==> config.mk <==
export PLATFORM = sky130hd
export DESIGN_NAME = fsctl_top
export DESIGN_NICKNAME = d
export VERILOG_FILES = /design/src/hw/fsctl_pkg.sv /design/src/hw/reg_bus_port.sv /design/src/hw/frame_sync_ctrl.sv /design/src/hw/stream_cfg.sv /design/src/hw/stream_irq.sv /design/src/hw/reg_readback.sv /design/src/hw/fsctl_top.sv
export SDC_FILE = /design/constraint.sdc
export NUM_CORES = 2
export LEC_CHECK = 0
export BUFFER_PORTS_ARGS = -buffer_cell sky130_fd_sc_hd__buf_2
export CORE_ASPECT_RATIO = 0.9
export CORE_MARGIN = 8
export CORE_UTILIZATION = 40
export DETAILED_ROUTE_END_ITERATION = 10
export GPL_TIMING_DRIVEN = 0
export SETUP_SLACK_MARGIN = 0.1
export SLEW_MARGIN = 40
export SYNTH_ARGS = -nofsm -noshare
export SYNTH_HDL_FRONTEND = slang
export SYNTH_SLANG_ARGS = --single-unit
==> constraint.sdc <==
create_clock -name o_clk -period 2.3 [get_ports o_clk]
set_input_delay 0.345 -clock o_clk [delete_from_list [all_inputs] [get_ports o_clk]]
set_output_delay 0.345 -clock o_clk [all_outputs]
set_load 0.01 [all_outputs]
==> src/hw/fsctl_pkg.sv <==
`default_nettype none

package fsctl_pkg;

	localparam int DATA_W = 32;
	localparam int ADDR_W = 8;
	localparam int IMG_W_BITS = 12;
	localparam int IMG_H_BITS = 12;
	localparam int BUF_IDX_W = 2;
	localparam int NUM_STREAMS = 2;
	localparam logic [DATA_W-1:0] CORE_VERSION = 32'hFF00FF00;

	// register layout
	localparam int REGS_PER_STREAM = 5;
	localparam int BMP_STRIDE = 4;
	localparam int STREAM_BIT_BASE = 4;
	localparam int PAIR_H_LSB = 16;

	typedef logic [IMG_W_BITS-1:0] img_w_t;
	typedef logic [IMG_H_BITS-1:0] img_h_t;

	typedef enum logic [ADDR_W-1:0] {
		REG_CTRL         = 0,
		REG_DST_BMP      = 1,
		REG_INT_EN       = 2,
		REG_INT_STATE    = 3,
		REG_BUF_IDX      = 4,
		REG_S0_SIZE      = 5,
		REG_S0_WIN_ORG   = 6,
		REG_S0_WIN_SIZE  = 7,
		REG_S0_DST_ORG   = 8,
		REG_S0_DST_SIZE  = 9,
		REG_S1_SIZE      = 10,
		REG_S1_WIN_ORG   = 11,
		REG_S1_WIN_SIZE  = 12,
		REG_S1_DST_ORG   = 13,
		REG_S1_DST_SIZE  = 14,
		REG_VERSION      = 255
	} reg_addr_e;

	typedef struct packed {
		logic              valid;
		reg_addr_e         addr;
		logic [DATA_W-1:0] data;
	} reg_wr_t;

	typedef struct packed {
		img_w_t left;
		img_h_t top;
		img_w_t width;
		img_h_t height;
		img_w_t right_end;
		img_h_t bottom_end;
	} rect_t;

	typedef struct packed {
		logic [1:0] dst_bmp;
		img_w_t     width;
		img_h_t     height;
		rect_t      win;
		rect_t      dst;
	} stream_cfg_t;

	typedef struct packed {
		logic                 wr_done;
		logic [BUF_IDX_W-1:0] rd_buf_idx;
	} stream_status_t;

	// ------------------------------------------------
	// field positions inside register words
	function automatic int bmp_lsb(input int n);
		return BMP_STRIDE * n;
	endfunction

	function automatic int stream_bit(input int n);
		return STREAM_BIT_BASE + BMP_STRIDE * n;
	endfunction

	function automatic img_w_t pair_w(input logic [DATA_W-1:0] word);
		return word[IMG_W_BITS-1:0];
	endfunction

	function automatic img_h_t pair_h(input logic [DATA_W-1:0] word);
		return word[PAIR_H_LSB +: IMG_H_BITS];
	endfunction

	function automatic logic [DATA_W-1:0] pack_pair(input img_w_t w, input img_h_t h);
		logic [DATA_W-1:0] word;
		word = '0;
		word[IMG_W_BITS-1:0] = w;
		word[PAIR_H_LSB +: IMG_H_BITS] = h;
		return word;
	endfunction

endpackage

`default_nettype wire

==> src/hw/reg_bus_port.sv <==
`default_nettype none

module reg_bus_port (
	input  wire logic                         o_clk,
	input  wire logic                         o_resetn,
	input  wire logic                         i_wr_en,
	input  wire logic [fsctl_pkg::ADDR_W-1:0] i_wr_addr,
	input  wire logic [fsctl_pkg::DATA_W-1:0] i_wr_data,
	input  wire logic                         i_rd_en,
	input  wire logic [fsctl_pkg::ADDR_W-1:0] i_rd_addr,
	output fsctl_pkg::reg_wr_t                o_wr,
	output logic                              o_rd_en,
	output fsctl_pkg::reg_addr_e              o_rd_addr
);
	import fsctl_pkg::*;

	logic              wr_ok;
	logic              wr_valid_q;
	reg_addr_e         wr_addr_q;
	logic [DATA_W-1:0] wr_data_q;

	// only writable registers pass
	always_comb begin
		case (i_wr_addr)
			REG_CTRL, REG_DST_BMP, REG_INT_EN, REG_INT_STATE,
			REG_S0_SIZE, REG_S0_WIN_ORG, REG_S0_WIN_SIZE, REG_S0_DST_ORG, REG_S0_DST_SIZE,
			REG_S1_SIZE, REG_S1_WIN_ORG, REG_S1_WIN_SIZE, REG_S1_DST_ORG, REG_S1_DST_SIZE:
				wr_ok = 1'b1;
			default: wr_ok = 1'b0;
		endcase
	end

	always_ff @(posedge o_clk) begin
		if (!o_resetn) begin
			wr_valid_q <= 1'b0;
			o_rd_en <= 1'b0;
		end else begin
			wr_valid_q <= i_wr_en && wr_ok;
			o_rd_en <= i_rd_en;
		end
	end

	always_ff @(posedge o_clk) begin
		wr_addr_q <= reg_addr_e'(i_wr_addr);
		wr_data_q <= i_wr_data;
		o_rd_addr <= reg_addr_e'(i_rd_addr);
	end

	assign o_wr = '{valid: wr_valid_q, addr: wr_addr_q, data: wr_data_q};

endmodule

`default_nettype wire

==> src/hw/frame_sync_ctrl.sv <==
`default_nettype none

module frame_sync_ctrl (
	input  wire logic                     o_clk,
	input  wire logic                     o_resetn,
	input  wire fsctl_pkg::reg_wr_t       i_wr,
	input  wire logic                     i_fsync,
	output logic [fsctl_pkg::DATA_W-1:0]  o_ctrl_word,
	output logic                          o_soft_resetn,
	output logic                          o_update,
	output logic                          o_fsync
);
	import fsctl_pkg::*;

	logic soft_rst_q;
	logic cfging_q;
	logic fsync_m;
	logic fsync_s;
	logic fsync_rise;
	logic edge_q;

	// ------------------------------------------------
	// REG_CTRL, bit 0 soft reset and bit 1 configuring
	always_ff @(posedge o_clk) begin
		if (!o_resetn) begin
			soft_rst_q <= 1'b0;
			cfging_q <= 1'b0;
		end else if (i_wr.valid && i_wr.addr == REG_CTRL) begin
			soft_rst_q <= i_wr.data[0];
			cfging_q <= i_wr.data[1];
		end
	end

	assign o_soft_resetn = soft_rst_q;

	always_comb begin
		o_ctrl_word = '0;
		o_ctrl_word[0] = soft_rst_q;
		o_ctrl_word[1] = cfging_q;
	end

	// ------------------------------------------------
	// two flop sync, then rising edge
	assign fsync_rise = fsync_m & ~fsync_s;

	always_ff @(posedge o_clk) begin
		if (!o_resetn) begin
			fsync_m <= 1'b0;
			fsync_s <= 1'b0;
			edge_q <= 1'b0;
			o_update <= 1'b0;
			o_fsync <= 1'b0;
		end else begin
			fsync_m <= i_fsync;
			fsync_s <= fsync_m;
			edge_q <= fsync_rise;
			// hold shadow values back while software is configuring
			o_update <= fsync_rise & ~cfging_q;
			o_fsync <= edge_q;
		end
	end

endmodule

`default_nettype wire

==> src/hw/stream_cfg.sv <==
`default_nettype none

module stream_cfg #(
	parameter int STREAM_IDX = 0
) (
	input  wire logic                 o_clk,
	input  wire logic                 o_resetn,
	input  wire fsctl_pkg::reg_wr_t   i_wr,
	input  wire logic                 i_update,
	output fsctl_pkg::stream_cfg_t    o_shadow,
	output fsctl_pkg::stream_cfg_t    o_active,
	output logic                      o_soft_resetn
);
	import fsctl_pkg::*;

	localparam int BASE = int'(REG_S0_SIZE) + REGS_PER_STREAM * STREAM_IDX;
	localparam logic [ADDR_W-1:0] A_SIZE = ADDR_W'(BASE);
	localparam logic [ADDR_W-1:0] A_WIN_ORG = ADDR_W'(BASE + 1);
	localparam logic [ADDR_W-1:0] A_WIN_SIZE = ADDR_W'(BASE + 2);
	localparam logic [ADDR_W-1:0] A_DST_ORG = ADDR_W'(BASE + 3);
	localparam logic [ADDR_W-1:0] A_DST_SIZE = ADDR_W'(BASE + 4);
	localparam int BMP_LSB = BMP_STRIDE * STREAM_IDX;

	logic [1:0] bmp_q;
	img_w_t     width_q;
	img_h_t     height_q;
	img_w_t     win_left_q;
	img_h_t     win_top_q;
	img_w_t     win_width_q;
	img_h_t     win_height_q;
	img_w_t     dst_left_q;
	img_h_t     dst_top_q;
	img_w_t     dst_width_q;
	img_h_t     dst_height_q;

	// ------------------------------------------------
	// shadow registers
	always_ff @(posedge o_clk) begin
		if (!o_resetn) begin
			bmp_q <= '0;
			width_q <= '0;
			height_q <= '0;
			win_left_q <= '0;
			win_top_q <= '0;
			win_width_q <= '0;
			win_height_q <= '0;
			dst_left_q <= '0;
			dst_top_q <= '0;
			dst_width_q <= '0;
			dst_height_q <= '0;
		end else if (i_wr.valid) begin
			case (i_wr.addr)
				REG_DST_BMP: bmp_q <= i_wr.data[BMP_LSB +: 2];
				A_SIZE: begin
					width_q <= pair_w(i_wr.data);
					height_q <= pair_h(i_wr.data);
				end
				A_WIN_ORG: begin
					win_left_q <= pair_w(i_wr.data);
					win_top_q <= pair_h(i_wr.data);
				end
				A_WIN_SIZE: begin
					win_width_q <= pair_w(i_wr.data);
					win_height_q <= pair_h(i_wr.data);
				end
				A_DST_ORG: begin
					dst_left_q <= pair_w(i_wr.data);
					dst_top_q <= pair_h(i_wr.data);
				end
				A_DST_SIZE: begin
					dst_width_q <= pair_w(i_wr.data);
					dst_height_q <= pair_h(i_wr.data);
				end
				default: ;
			endcase
		end
	end

	// edges are left plus width, top plus height
	always_comb begin
		o_shadow.dst_bmp = bmp_q;
		o_shadow.width = width_q;
		o_shadow.height = height_q;
		o_shadow.win.left = win_left_q;
		o_shadow.win.top = win_top_q;
		o_shadow.win.width = win_width_q;
		o_shadow.win.height = win_height_q;
		o_shadow.win.right_end = win_left_q + win_width_q;
		o_shadow.win.bottom_end = win_top_q + win_height_q;
		o_shadow.dst.left = dst_left_q;
		o_shadow.dst.top = dst_top_q;
		o_shadow.dst.width = dst_width_q;
		o_shadow.dst.height = dst_height_q;
		o_shadow.dst.right_end = dst_left_q + dst_width_q;
		o_shadow.dst.bottom_end = dst_top_q + dst_height_q;
	end

	// ------------------------------------------------
	// active copy, taken on frame sync
	always_ff @(posedge o_clk) begin
		if (!o_resetn) begin
			o_active <= '0;
			o_soft_resetn <= 1'b0;
		end else if (i_update) begin
			o_active <= o_shadow;
			o_soft_resetn <= (bmp_q != 2'b00);
		end
	end

endmodule

`default_nettype wire

==> src/hw/stream_irq.sv <==
`default_nettype none

module stream_irq (
	input  wire logic                                                o_clk,
	input  wire logic                                                o_resetn,
	input  wire fsctl_pkg::reg_wr_t                                  i_wr,
	input  wire fsctl_pkg::stream_status_t [fsctl_pkg::NUM_STREAMS-1:0] i_stream_status,
	output logic [fsctl_pkg::DATA_W-1:0]                             o_int_en_word,
	output logic [fsctl_pkg::DATA_W-1:0]                             o_int_state_word,
	output logic [fsctl_pkg::NUM_STREAMS-1:0]                        o_rd_en,
	output logic                                                     o_intr
);
	import fsctl_pkg::*;

	logic [NUM_STREAMS-1:0] en_q;
	logic [NUM_STREAMS-1:0] state_q;
	logic [NUM_STREAMS-1:0] done_q;
	logic [NUM_STREAMS-1:0] done_prev_q;
	logic [NUM_STREAMS-1:0] set_w;
	logic [NUM_STREAMS-1:0] clr_w;

	always_comb begin
		for (int n = 0; n < NUM_STREAMS; n++) begin
			set_w[n] = done_q[n] & ~done_prev_q[n];
			// write one to clear
			clr_w[n] = i_wr.valid && (i_wr.addr == REG_INT_STATE) && i_wr.data[stream_bit(n)];
		end
	end

	// ------------------------------------------------
	always_ff @(posedge o_clk) begin
		if (!o_resetn) begin
			done_q <= '0;
			done_prev_q <= '0;
			en_q <= '0;
			state_q <= '0;
			o_rd_en <= '0;
		end else begin
			for (int n = 0; n < NUM_STREAMS; n++) begin
				done_q[n] <= i_stream_status[n].wr_done;
				if (i_wr.valid && i_wr.addr == REG_INT_EN)
					en_q[n] <= i_wr.data[stream_bit(n)];
				// a new done beats a clear in the same cycle
				if (set_w[n])
					state_q[n] <= 1'b1;
				else if (clr_w[n])
					state_q[n] <= 1'b0;
			end
			done_prev_q <= done_q;
			o_rd_en <= clr_w;
		end
	end

	always_comb begin
		o_int_en_word = '0;
		o_int_state_word = '0;
		for (int n = 0; n < NUM_STREAMS; n++) begin
			o_int_en_word[stream_bit(n)] = en_q[n];
			o_int_state_word[stream_bit(n)] = state_q[n];
		end
	end

	assign o_intr = |(en_q & state_q);

endmodule

`default_nettype wire

==> src/hw/reg_readback.sv <==
`default_nettype none

module reg_readback (
	input  wire logic                                                o_clk,
	input  wire logic                                                o_resetn,
	input  wire logic                                                i_rd_en,
	input  wire fsctl_pkg::reg_addr_e                                i_rd_addr,
	input  wire logic [fsctl_pkg::DATA_W-1:0]                        i_ctrl_word,
	input  wire fsctl_pkg::stream_cfg_t [fsctl_pkg::NUM_STREAMS-1:0]    i_shadow,
	input  wire logic [fsctl_pkg::DATA_W-1:0]                        i_int_en_word,
	input  wire logic [fsctl_pkg::DATA_W-1:0]                        i_int_state_word,
	input  wire fsctl_pkg::stream_status_t [fsctl_pkg::NUM_STREAMS-1:0] i_stream_status,
	output logic                                                     o_rd_valid,
	output logic [fsctl_pkg::DATA_W-1:0]                             o_rd_data
);
	import fsctl_pkg::*;

	logic [DATA_W-1:0] rd_word;

	// ------------------------------------------------
	// read mux
	always_comb begin
		int base;
		base = 0;
		rd_word = '0;
		case (i_rd_addr)
			REG_CTRL: rd_word = i_ctrl_word;
			REG_DST_BMP:
				for (int n = 0; n < NUM_STREAMS; n++)
					rd_word[bmp_lsb(n) +: 2] = i_shadow[n].dst_bmp;
			REG_INT_EN: rd_word = i_int_en_word;
			REG_INT_STATE: rd_word = i_int_state_word;
			REG_BUF_IDX:
				for (int n = 0; n < NUM_STREAMS; n++)
					rd_word[stream_bit(n) +: BUF_IDX_W] = i_stream_status[n].rd_buf_idx;
			REG_VERSION: rd_word = CORE_VERSION;
			default: begin
				// per stream size pairs, unmapped stays 0
				for (int n = 0; n < NUM_STREAMS; n++) begin
					base = int'(REG_S0_SIZE) + REGS_PER_STREAM * n;
					if (i_rd_addr == ADDR_W'(base))
						rd_word = pack_pair(i_shadow[n].width, i_shadow[n].height);
					else if (i_rd_addr == ADDR_W'(base + 1))
						rd_word = pack_pair(i_shadow[n].win.left, i_shadow[n].win.top);
					else if (i_rd_addr == ADDR_W'(base + 2))
						rd_word = pack_pair(i_shadow[n].win.width, i_shadow[n].win.height);
					else if (i_rd_addr == ADDR_W'(base + 3))
						rd_word = pack_pair(i_shadow[n].dst.left, i_shadow[n].dst.top);
					else if (i_rd_addr == ADDR_W'(base + 4))
						rd_word = pack_pair(i_shadow[n].dst.width, i_shadow[n].dst.height);
				end
			end
		endcase
	end

	always_ff @(posedge o_clk) begin
		if (!o_resetn)
			o_rd_valid <= 1'b0;
		else
			o_rd_valid <= i_rd_en;
	end

	always_ff @(posedge o_clk) begin
		if (i_rd_en)
			o_rd_data <= rd_word;
	end

endmodule

`default_nettype wire

==> src/hw/fsctl_top.sv <==
`default_nettype none

module fsctl_top (
	input  wire logic                                                o_clk,
	input  wire logic                                                o_resetn,
	input  wire logic                                                i_wr_en,
	input  wire logic [fsctl_pkg::ADDR_W-1:0]                        i_wr_addr,
	input  wire logic [fsctl_pkg::DATA_W-1:0]                        i_wr_data,
	input  wire logic                                                i_rd_en,
	input  wire logic [fsctl_pkg::ADDR_W-1:0]                        i_rd_addr,
	output logic                                                     o_rd_valid,
	output logic [fsctl_pkg::DATA_W-1:0]                             o_rd_data,
	input  wire logic                                                i_fsync,
	output logic                                                     o_fsync,
	output logic                                                     o_soft_resetn,
	output logic                                                     o_intr,
	input  wire fsctl_pkg::stream_status_t [fsctl_pkg::NUM_STREAMS-1:0] i_stream_status,
	output fsctl_pkg::stream_cfg_t [fsctl_pkg::NUM_STREAMS-1:0]      o_stream_cfg,
	output logic [fsctl_pkg::NUM_STREAMS-1:0]                        o_stream_soft_resetn,
	output logic [fsctl_pkg::NUM_STREAMS-1:0]                        o_stream_rd_en
);
	import fsctl_pkg::*;

	reg_wr_t                       wr;
	logic                          rd_en;
	reg_addr_e                     rd_addr;
	logic [DATA_W-1:0]             ctrl_word;
	logic [DATA_W-1:0]             int_en_word;
	logic [DATA_W-1:0]             int_state_word;
	logic                          update;
	stream_cfg_t [NUM_STREAMS-1:0] shadow;

	reg_bus_port u_bus (
		.o_clk     (o_clk),
		.o_resetn  (o_resetn),
		.i_wr_en   (i_wr_en),
		.i_wr_addr (i_wr_addr),
		.i_wr_data (i_wr_data),
		.i_rd_en   (i_rd_en),
		.i_rd_addr (i_rd_addr),
		.o_wr      (wr),
		.o_rd_en   (rd_en),
		.o_rd_addr (rd_addr)
	);

	frame_sync_ctrl u_fsync (
		.o_clk         (o_clk),
		.o_resetn      (o_resetn),
		.i_wr          (wr),
		.i_fsync       (i_fsync),
		.o_ctrl_word   (ctrl_word),
		.o_soft_resetn (o_soft_resetn),
		.o_update      (update),
		.o_fsync       (o_fsync)
	);

	// one config block per camera stream
	for (genvar i = 0; i < NUM_STREAMS; i++) begin : g_stream
		stream_cfg #(.STREAM_IDX(i)) u_cfg (
			.o_clk         (o_clk),
			.o_resetn      (o_resetn),
			.i_wr          (wr),
			.i_update      (update),
			.o_shadow      (shadow[i]),
			.o_active      (o_stream_cfg[i]),
			.o_soft_resetn (o_stream_soft_resetn[i])
		);
	end

	stream_irq u_irq (
		.o_clk            (o_clk),
		.o_resetn         (o_resetn),
		.i_wr             (wr),
		.i_stream_status  (i_stream_status),
		.o_int_en_word    (int_en_word),
		.o_int_state_word (int_state_word),
		.o_rd_en          (o_stream_rd_en),
		.o_intr           (o_intr)
	);

	reg_readback u_rdback (
		.o_clk            (o_clk),
		.o_resetn         (o_resetn),
		.i_rd_en          (rd_en),
		.i_rd_addr        (rd_addr),
		.i_ctrl_word      (ctrl_word),
		.i_shadow         (shadow),
		.i_int_en_word    (int_en_word),
		.i_int_state_word (int_state_word),
		.i_stream_status  (i_stream_status),
		.o_rd_valid       (o_rd_valid),
		.o_rd_data        (o_rd_data)
	);

endmodule

`default_nettype wire

# Word-level counts from Yosys, hierarchy flattened
# Memories as Yosys holds them, arrays and structs flattened.
# Cells that the tools add are included.
[classes] eq_ne=28 reduce_logical=30 muxes=19 add_sub_neg=8 n_bitwise=9
[op_table] operator="two-way mux 32 bit" count=9
[op_table] operator="equality test 8 x 4 -> 1 bit, second input constant" count=14
[op_table] operator="adder 12 bit" count=8
[op_table] operator="equality test 8 x 3 -> 1 bit, second input constant" count=7
[op_table] operator="case mux 22 bit (2 select lines)" count=1
[op_table] operator="equality test 8 x 2 -> 1 bit, second input constant" count=4
[op_table] operator="two-way mux 28 bit" count=1
[op_table] operator="AND reduction 2 bit" count=11
[op_table] operator="case mux 2 bit (5 select lines)" count=2
[op_table] operator="equality test 8 x 1 -> 1 bit, second input constant" count=2
[op_table] operator="zero test 8 bit" count=2
[op_table] operator="equality test 8 bit, second input constant" count=1
[op_table] operator="nonzero test 2 bit" count=4
[op_table] operator="logical AND 1 bit" count=6
[op_table] operator="case mux 2 bit (3 select lines)" count=1
[op_table] operator="OR reduction 2 bit" count=3
[op_table] operator="OR reduction 6 bit" count=1
[op_table] operator="two-way mux 1 bit" count=5
[op_table] operator="OR reduction 5 bit" count=1
[op_table] operator="AND 1 bit" count=4
[op_table] operator="zero test 4 bit" count=1
[op_table] operator="NOT 1 bit" count=4
[op_table] operator="OR reduction 4 bit" count=1
[op_table] operator="AND 2 bit" count=1
[word_totals] mem_count=1 input_bits=59 romBits=16 out_inout_bits=380 ff_bits=682 wordCells=170
[memory_table] memory="(name not given)" words=16 width=1 rd=1 rd_ports_with_merged_regs=0 write_ports=0 line_no="reg_bus_port.sv:24" source="case (i_wr_addr)"

# Logic depth before layout (Yosys ltp)
[logic_depth] word_depth=12 depth_mapped=9 depth_no_buf=9

# Cells and area by module
# From an unflattened synthesis, not the netlist that was laid out.
[unflattened] cells_unflattened=3588 hier_area_um2=32612.5
[by_module_without_submodules] module="stream_cfg at g_stream[1].u_cfg" n_inst=1 area_per_inst_um2=13063.8 cells_per_inst=1396 seq_area_each_um2=5865.6
[by_module_without_submodules] module="stream_cfg at g_stream[0].u_cfg" n_inst=1 area_per_inst_um2=12308.1 cells_per_inst=1374 seq_area_each_um2=5865.6
[by_module_without_submodules] module="reg_readback" n_inst=1 area_per_inst_um2=4882.2 cells_per_inst=608 seq_area_each_um2=980.9
[by_module_without_submodules] module="reg_bus_port" n_inst=1 area_per_inst_um2=1049.8 cells_per_inst=57 seq_area_each_um2=1001.0
[by_module_without_submodules] module="stream_irq" n_inst=1 area_per_inst_um2=838.3 cells_per_inst=98 seq_area_each_um2=200.2
[by_module_without_submodules] module="frame_sync_ctrl" n_inst=1 area_per_inst_um2=470.5 cells_per_inst=55 seq_area_each_um2=140.1

# Least setup slack after synthesis
# OpenSTA, ideal clock, no wires.
[synth_path] kind="register to register" from="reg g_stream[1].u_cfg.win_width_q[0]" to="reg g_stream[1].u_cfg.o_active[94] in the netlist's numbering" period_less_slack_ns=1.992 setup_time_ns=0.125 slack_ns=0.308 arrival_ns=1.867 path_stages_with_launch=10 t_required_ns=2.175 n_path_buf=0 path_cell_list="dfxtp_1 ha_1 inv_1 fa_1 nor2b_1 o21a_1 o21ai_0 a211oi_1 nor3_1 nand3b_1"
[synth_via] elab_chain_cells=1
[synth_rtl] item="start, declared" line_no="stream_cfg.sv:29" source="img_w_t win_width_q;"
[synth_rtl] item="start signal, assigned" line_no="stream_cfg.sv:63" source="win_width_q <= pair_w(i_wr.data);"
[synth_rtl] item="adder 12 bit" line_no="stream_cfg.sv:88" source="o_shadow.win.right_end = win_left_q + win_width_q;"
[synth_rtl] item="end signal, assigned" line_no="stream_cfg.sv:105" source="o_active <= o_shadow;"
[synth_rtl] item="end, declared" line_no="stream_cfg.sv:11" source="output fsctl_pkg::stream_cfg_t o_active,"
# Every way passes these cells.
# A chain may end at the register's enable or synchronous reset.

# Worst setup path in the final report
[layout_path] from="reg u_bus.o_rd_addr[5]" to="reg u_rdback.o_rd_data[1] in the netlist's numbering (data pin)"
[layout_via] elab_chain_cells=12 elab_cells_between_ends=28 cone_classes="15 x eq/ne; 11 x mux; 2 x reduce/logical"
[layout_rtl] item="start, declared" line_no="reg_bus_port.sv:13" source="output fsctl_pkg::reg_addr_e o_rd_addr"
[layout_rtl] item="start signal, assigned" line_no="reg_bus_port.sv:46" source="o_rd_addr <= reg_addr_e'(i_rd_addr);"
[layout_rtl] item="equality test 8 x 4 -> 1 bit" line_no="reg_readback.sv:49" source="else if (i_rd_addr == ADDR_W'(base + 4))"
[layout_rtl] item="two-way mux 28 bit" line_no="reg_readback.sv:49"
[layout_rtl] item="two-way mux 32 bit" line_no="reg_readback.sv:47" source="else if (i_rd_addr == ADDR_W'(base + 3))"
[layout_rtl] item="two-way mux 32 bit" line_no="reg_readback.sv:45" source="else if (i_rd_addr == ADDR_W'(base + 2))"
[layout_rtl] item="two-way mux 32 bit" line_no="reg_readback.sv:43" source="else if (i_rd_addr == ADDR_W'(base + 1))"
[layout_rtl] item="two-way mux 32 bit" line_no="reg_readback.sv:41" source="if (i_rd_addr == ADDR_W'(base))"
[layout_rtl] item="two-way mux 32 bit" line_no="reg_readback.sv:49"
[layout_rtl] item="two-way mux 32 bit" line_no="reg_readback.sv:47"
[layout_rtl] item="two-way mux 32 bit" line_no="reg_readback.sv:45"
[layout_rtl] item="two-way mux 32 bit" line_no="reg_readback.sv:43"
[layout_rtl] item="two-way mux 32 bit" line_no="reg_readback.sv:41"
[layout_rtl] item="case mux 2 bit (3 select lines) (*)" line_no="reg_readback.sv:26" source="case (i_rd_addr)"
[layout_rtl] item="via u_rdback.rd_word[1]" line_no="reg_readback.sv:18" source="logic [DATA_W-1:0] rd_word;"
[layout_rtl] item="end signal, assigned" line_no="reg_readback.sv:65" source="o_rd_data <= rd_word;"
[layout_rtl] item="end, declared" line_no="reg_readback.sv:14" source="output logic [fsctl_pkg::DATA_W-1:0] o_rd_data"
# The timed path passes the listed nets; every way through them passes the cells marked *.

==> impl_metrics.py <==
metrics = {
    "outcome": {
        "status": "finished, violations left",
        "violations": "negative setup slack",
    },
    "sta": {
        "period_share_pct": 107,
        "relSlewSlack_pct": 37.8,
        "finalMaxSlewViolations": 0,
        "timing.fmax_ghz": 0.407,
        "setup_viol": 21,
        "holdWs_ns": 0.122,
        "hold_viol": 0,
        "fin_skew_ns": 0.0267,
        "worst_slew_pin_slew_ns": 0.933,
        "fin_setup_tns_ns": -1.86,
        "worst_slack_ns": -0.158,
        "fin_crit_ns": 2.46,
        "rsz0062_at_grt": "true",
    },
    "place": {
        "place.gp.congestion": 1.04,
        "detailed_place_hpwl_mm": 106,
        "port-buffer-count": 429,
        "place_ws_ns": -1.03,
    },
    "power": {
        "power_density_mw_per_mm2": 654,
        "ir_drop_v": 0.000517,
        "p_leak_nw": 15.1,
        "finalPower_w": 0.0259,
    },
    "worst_setup_path": {
        "critPathMaxFanout": 7,
        "path_buf_inv": 3,
        "rr_endpoint": "u_rdback.o_rd_data[1]",
        "cp-start-kind": "flip-flop",
        "crit_path_end_kind": "flip-flop",
        "r2r_start": "u_bus.o_rd_addr[5]",
        "cpLargestDelayFamily": "simple AND/OR/NAND/NOR gates",
        "worstPathArrival_ns": 2.88,
        "crit_top_cell": "buf_4",
        "slowest_delay_ns": 0.66,
        "cp_cell_sequence": "or4_4, buf_12, nor2_8, buf_4, buf_4, a21oi_1, nor2_1, a221oi_2, o21ai_2",
        "critical_path_required_ns": 2.72,
        "r2r_cells": 9,
        "slowest_stage": "or4_4",
        "crit_type": "flip-flop to flip-flop",
        "r2r_setup_slack_ns": -0.16,
    },
    "drt": {
        "vias": 28700,
        "via_per_inst": 5.64,
        "route.detailed.drc": 0,
        "wl_per_cell_um": 27.9,
        "postRouteAntennaNets": 0,
        "wirelength_mm": 142,
        "drt_iter0_drc": 3428,
        "drtPass1Iterations": 5,
    },
    "logic_synthesis": {
        "synth.distinct_cells": 78,
        "synth_edf_count": 25,
        "synth_common_cells": "dfxtp_1 (646), nand2_1 (592), nor2b_1 (305)",
        "ys_top_cells_by_area": "dfxtp_1 (42%), mux2i_1 (9.2%), nand2_1 (7.2%)",
        "syn-num-nets": 3537,
        "ys_ff_latch": 671,
        "yosysTopAreaCellShare_pct": 42.1,
        "netlist_area_mm2": 0.0307,
        "yosysMostFrequentCell": "dfxtp_1",
        "ys_warn_count": 0,
        "postSynthAreaPerCell_um2": 9.07,
        "synthCells": 3382,
        "yosysTopAreaCell": "dfxtp_1",
        "postSynth.asyncResetShare_pct": 0,
        "synth_flop_cell": "dfxtp_1",
        "synth_seq_area_share_pct": 44.6,
    },
    "grt": {
        "use_met2_pct": 45.9,
        "grt_pass1_vias": 26600,
        "grt_use_met1_pct": 44.2,
        "antenna_found_initial": 10,
        "grt_remaining_overflow": 0,
        "grt_util_met3_pct": 8.72,
        "grt_pass1_wl_mm": 197,
        "grt_use_total_pct": 31.4,
        "grt_max_degree": 18,
        "top_usage_layer": "met2",
    },
    "cells_and_area": {
        "seqCellArea_mm2": 0.0138,
        "multiInputGateArea_mm2": 0.0171,
        "fillers": 7250,
        "syn_to_final_growth_pct": 28.9,
        "largest_register": "g_stream.u_cfg.o_active",
        "nNetsFinal": 4158,
        "largest_reg_flops": 340,
        "drive_gt1_share_pct": 25.3,
        "reg_top3": "g_stream.u_cfg.o_active (340), u_rdback.o_rd_data (25)",
    },
    "clock_tree": {
        "clockBufferDepth": 3,
        "clkTransAtPathRegs_ns": 0.06,
        "clock-sinks": 671,
        "htreeDepth": 3,
        "tritoncts": "done",
        "root_buffer": "clkbuf_16",
        "cts_made_buffers": 75,
        "insertion_delay_ns": 0.64,
    },
    "worst_hold_path": {
        "whs_endpoint": "u_rdback.o_rd_data[5]",
        "min_path_type": "input port to flip-flop",
        "hp-start": "i_stream_status[1]",
        "hold_depth": 3,
    },
    "floorplanning": {
        "io_pins": 439,
        "floorplan.initialDensity_pct": 40.3,
        "rows": 96,
        "die_h_um": 279,
        "fp.dieW_um": 308,
        "core_mm2": 0.0762,
        "die_area_mm2": 0.0858,
    },
    "run": {
        "cap_violations": 0,
    },
}
==> power breakdown <==
| group | switching (W) | internal [W] |
|---|---|---|
| clock | 0.00512 | 0.00734 |
| combinational | 0.00104 | 0.000531 |
| sequential | 0.0000709 | 0.0118 |
==> layout by cell type (no fill, tap or decap), types with 15 or more instances in the layout <==
master and count:
nand3_1 72, dfxtp_1 601, a211oi_1 15, and2_1 20, nor2_1 61, o21ai_1 15, nor3_1 65, a21oi_1 83
clkbuf_2 67, clkbuf_1 107, a21boi_1 59, edfxtp_1 25, clkbuf_8 15, o21ai_2 17, ha_1 78, o21a_1 36
a22oi_2 17, dfxtp_2 29, nor2b_1 296, dlygate4sd3_1 45, xnor2_1 19, o21ai_0 90, buf_4 63, buf_2 455
dfxtp_4 16, clkbuf_16 80, buf_6 15, a21boi_0 194, mux2i_1 274, a31oi_1 18, nand2_1 576, nor2_4 17
a211oi_2 18, inv_1 57
==> worst max-delay path by stage <==
stage | depth (start not counted) | from | slack, ns | endpoint
2_1_floorplan | 9 | g_stream[1].u_cfg.win_width_q[0] | 0.31 | g_stream[1].u_cfg.o_active[94]
3_3_place_gp | 6 | o_resetn | -1.13 | g_stream[1].u_cfg.o_active[90]
3_5_place_dp | 7 | u_bus.o_rd_addr[0] | -1.03 | u_rdback.o_rd_data[24]
4_1_cts | 7 | u_bus.o_rd_addr[6] | -0.14 | u_rdback.o_rd_data[7]
5_1_grt | 7 | u_bus.o_rd_addr[5] | -0.18 | u_rdback.o_rd_data[7]
6_report | 9 | u_bus.o_rd_addr[5] | -0.16 | u_rdback.o_rd_data[1]
==> area by class of cell <==
cell class	instances	share of cell area, %
clock buffer	115	5.72
timing repair buffer	544	8.60
tap	1029	3.25
sequential	671	34.8
multi-input combinational	2414	43.2
inverter	61	0.591
antenna	4	0.0253
buffer	236	3.18
clock inverter	20	0.614
==> worst reg2reg max path: stages (launching register included) <==
cell and delay [ns]:
dfxtp_4 0.34, or4_4 0.66, buf_12 0.21, nor2_8 0.19, buf_4 0.16, buf_4 0.14, a21oi_1 0.08, nor2_1 0.13
a221oi_2 0.05, o21ai_2 0.29
==> repair_timing <==
action / 4_1_cts / 5_1_grt
gates cloned: 1 / 1
gates resized for setup: 289 / 177
hold buffers: 45 / 0
endpoints found under the setup margin: 273 / 245
endpoints found under the hold margin: 45 / 0
pin swaps: 68 / 75
setup buffers: 25 / 35
==> per-stage QoR <==
stage	utilization, %	instances	instance area, um^2
after detailed placement	45.1	4848	34400
after global routing	51.9	5090	39600
final	52.0	5094	39600
after CTS	50.7	5054	38600
after floorplan	-	3382	30700
after global placement	44.8	4840	34100
==> kinds of logic after synthesis <==
logic type | share of synthesized area (%)
adder cells (fa/ha/maj) | 4.11
AO/OA/AOI/OAI | 17.1
multiplexers | 9.49
XOR/XNOR | 0.971
AND/OR/NAND/NOR | 19.8
flip-flops | 44.6
buffers and inverters | 3.98
==> layer usage <==
layer / routed length [um] / share of wire, %
met3: 16400 / 12
met1: 61100 / 43
met4: 5520 / 3.9
met2: 59100 / 42
met5: 27 / 0.019
Note: power is estimated with default switching activity, not from simulation.
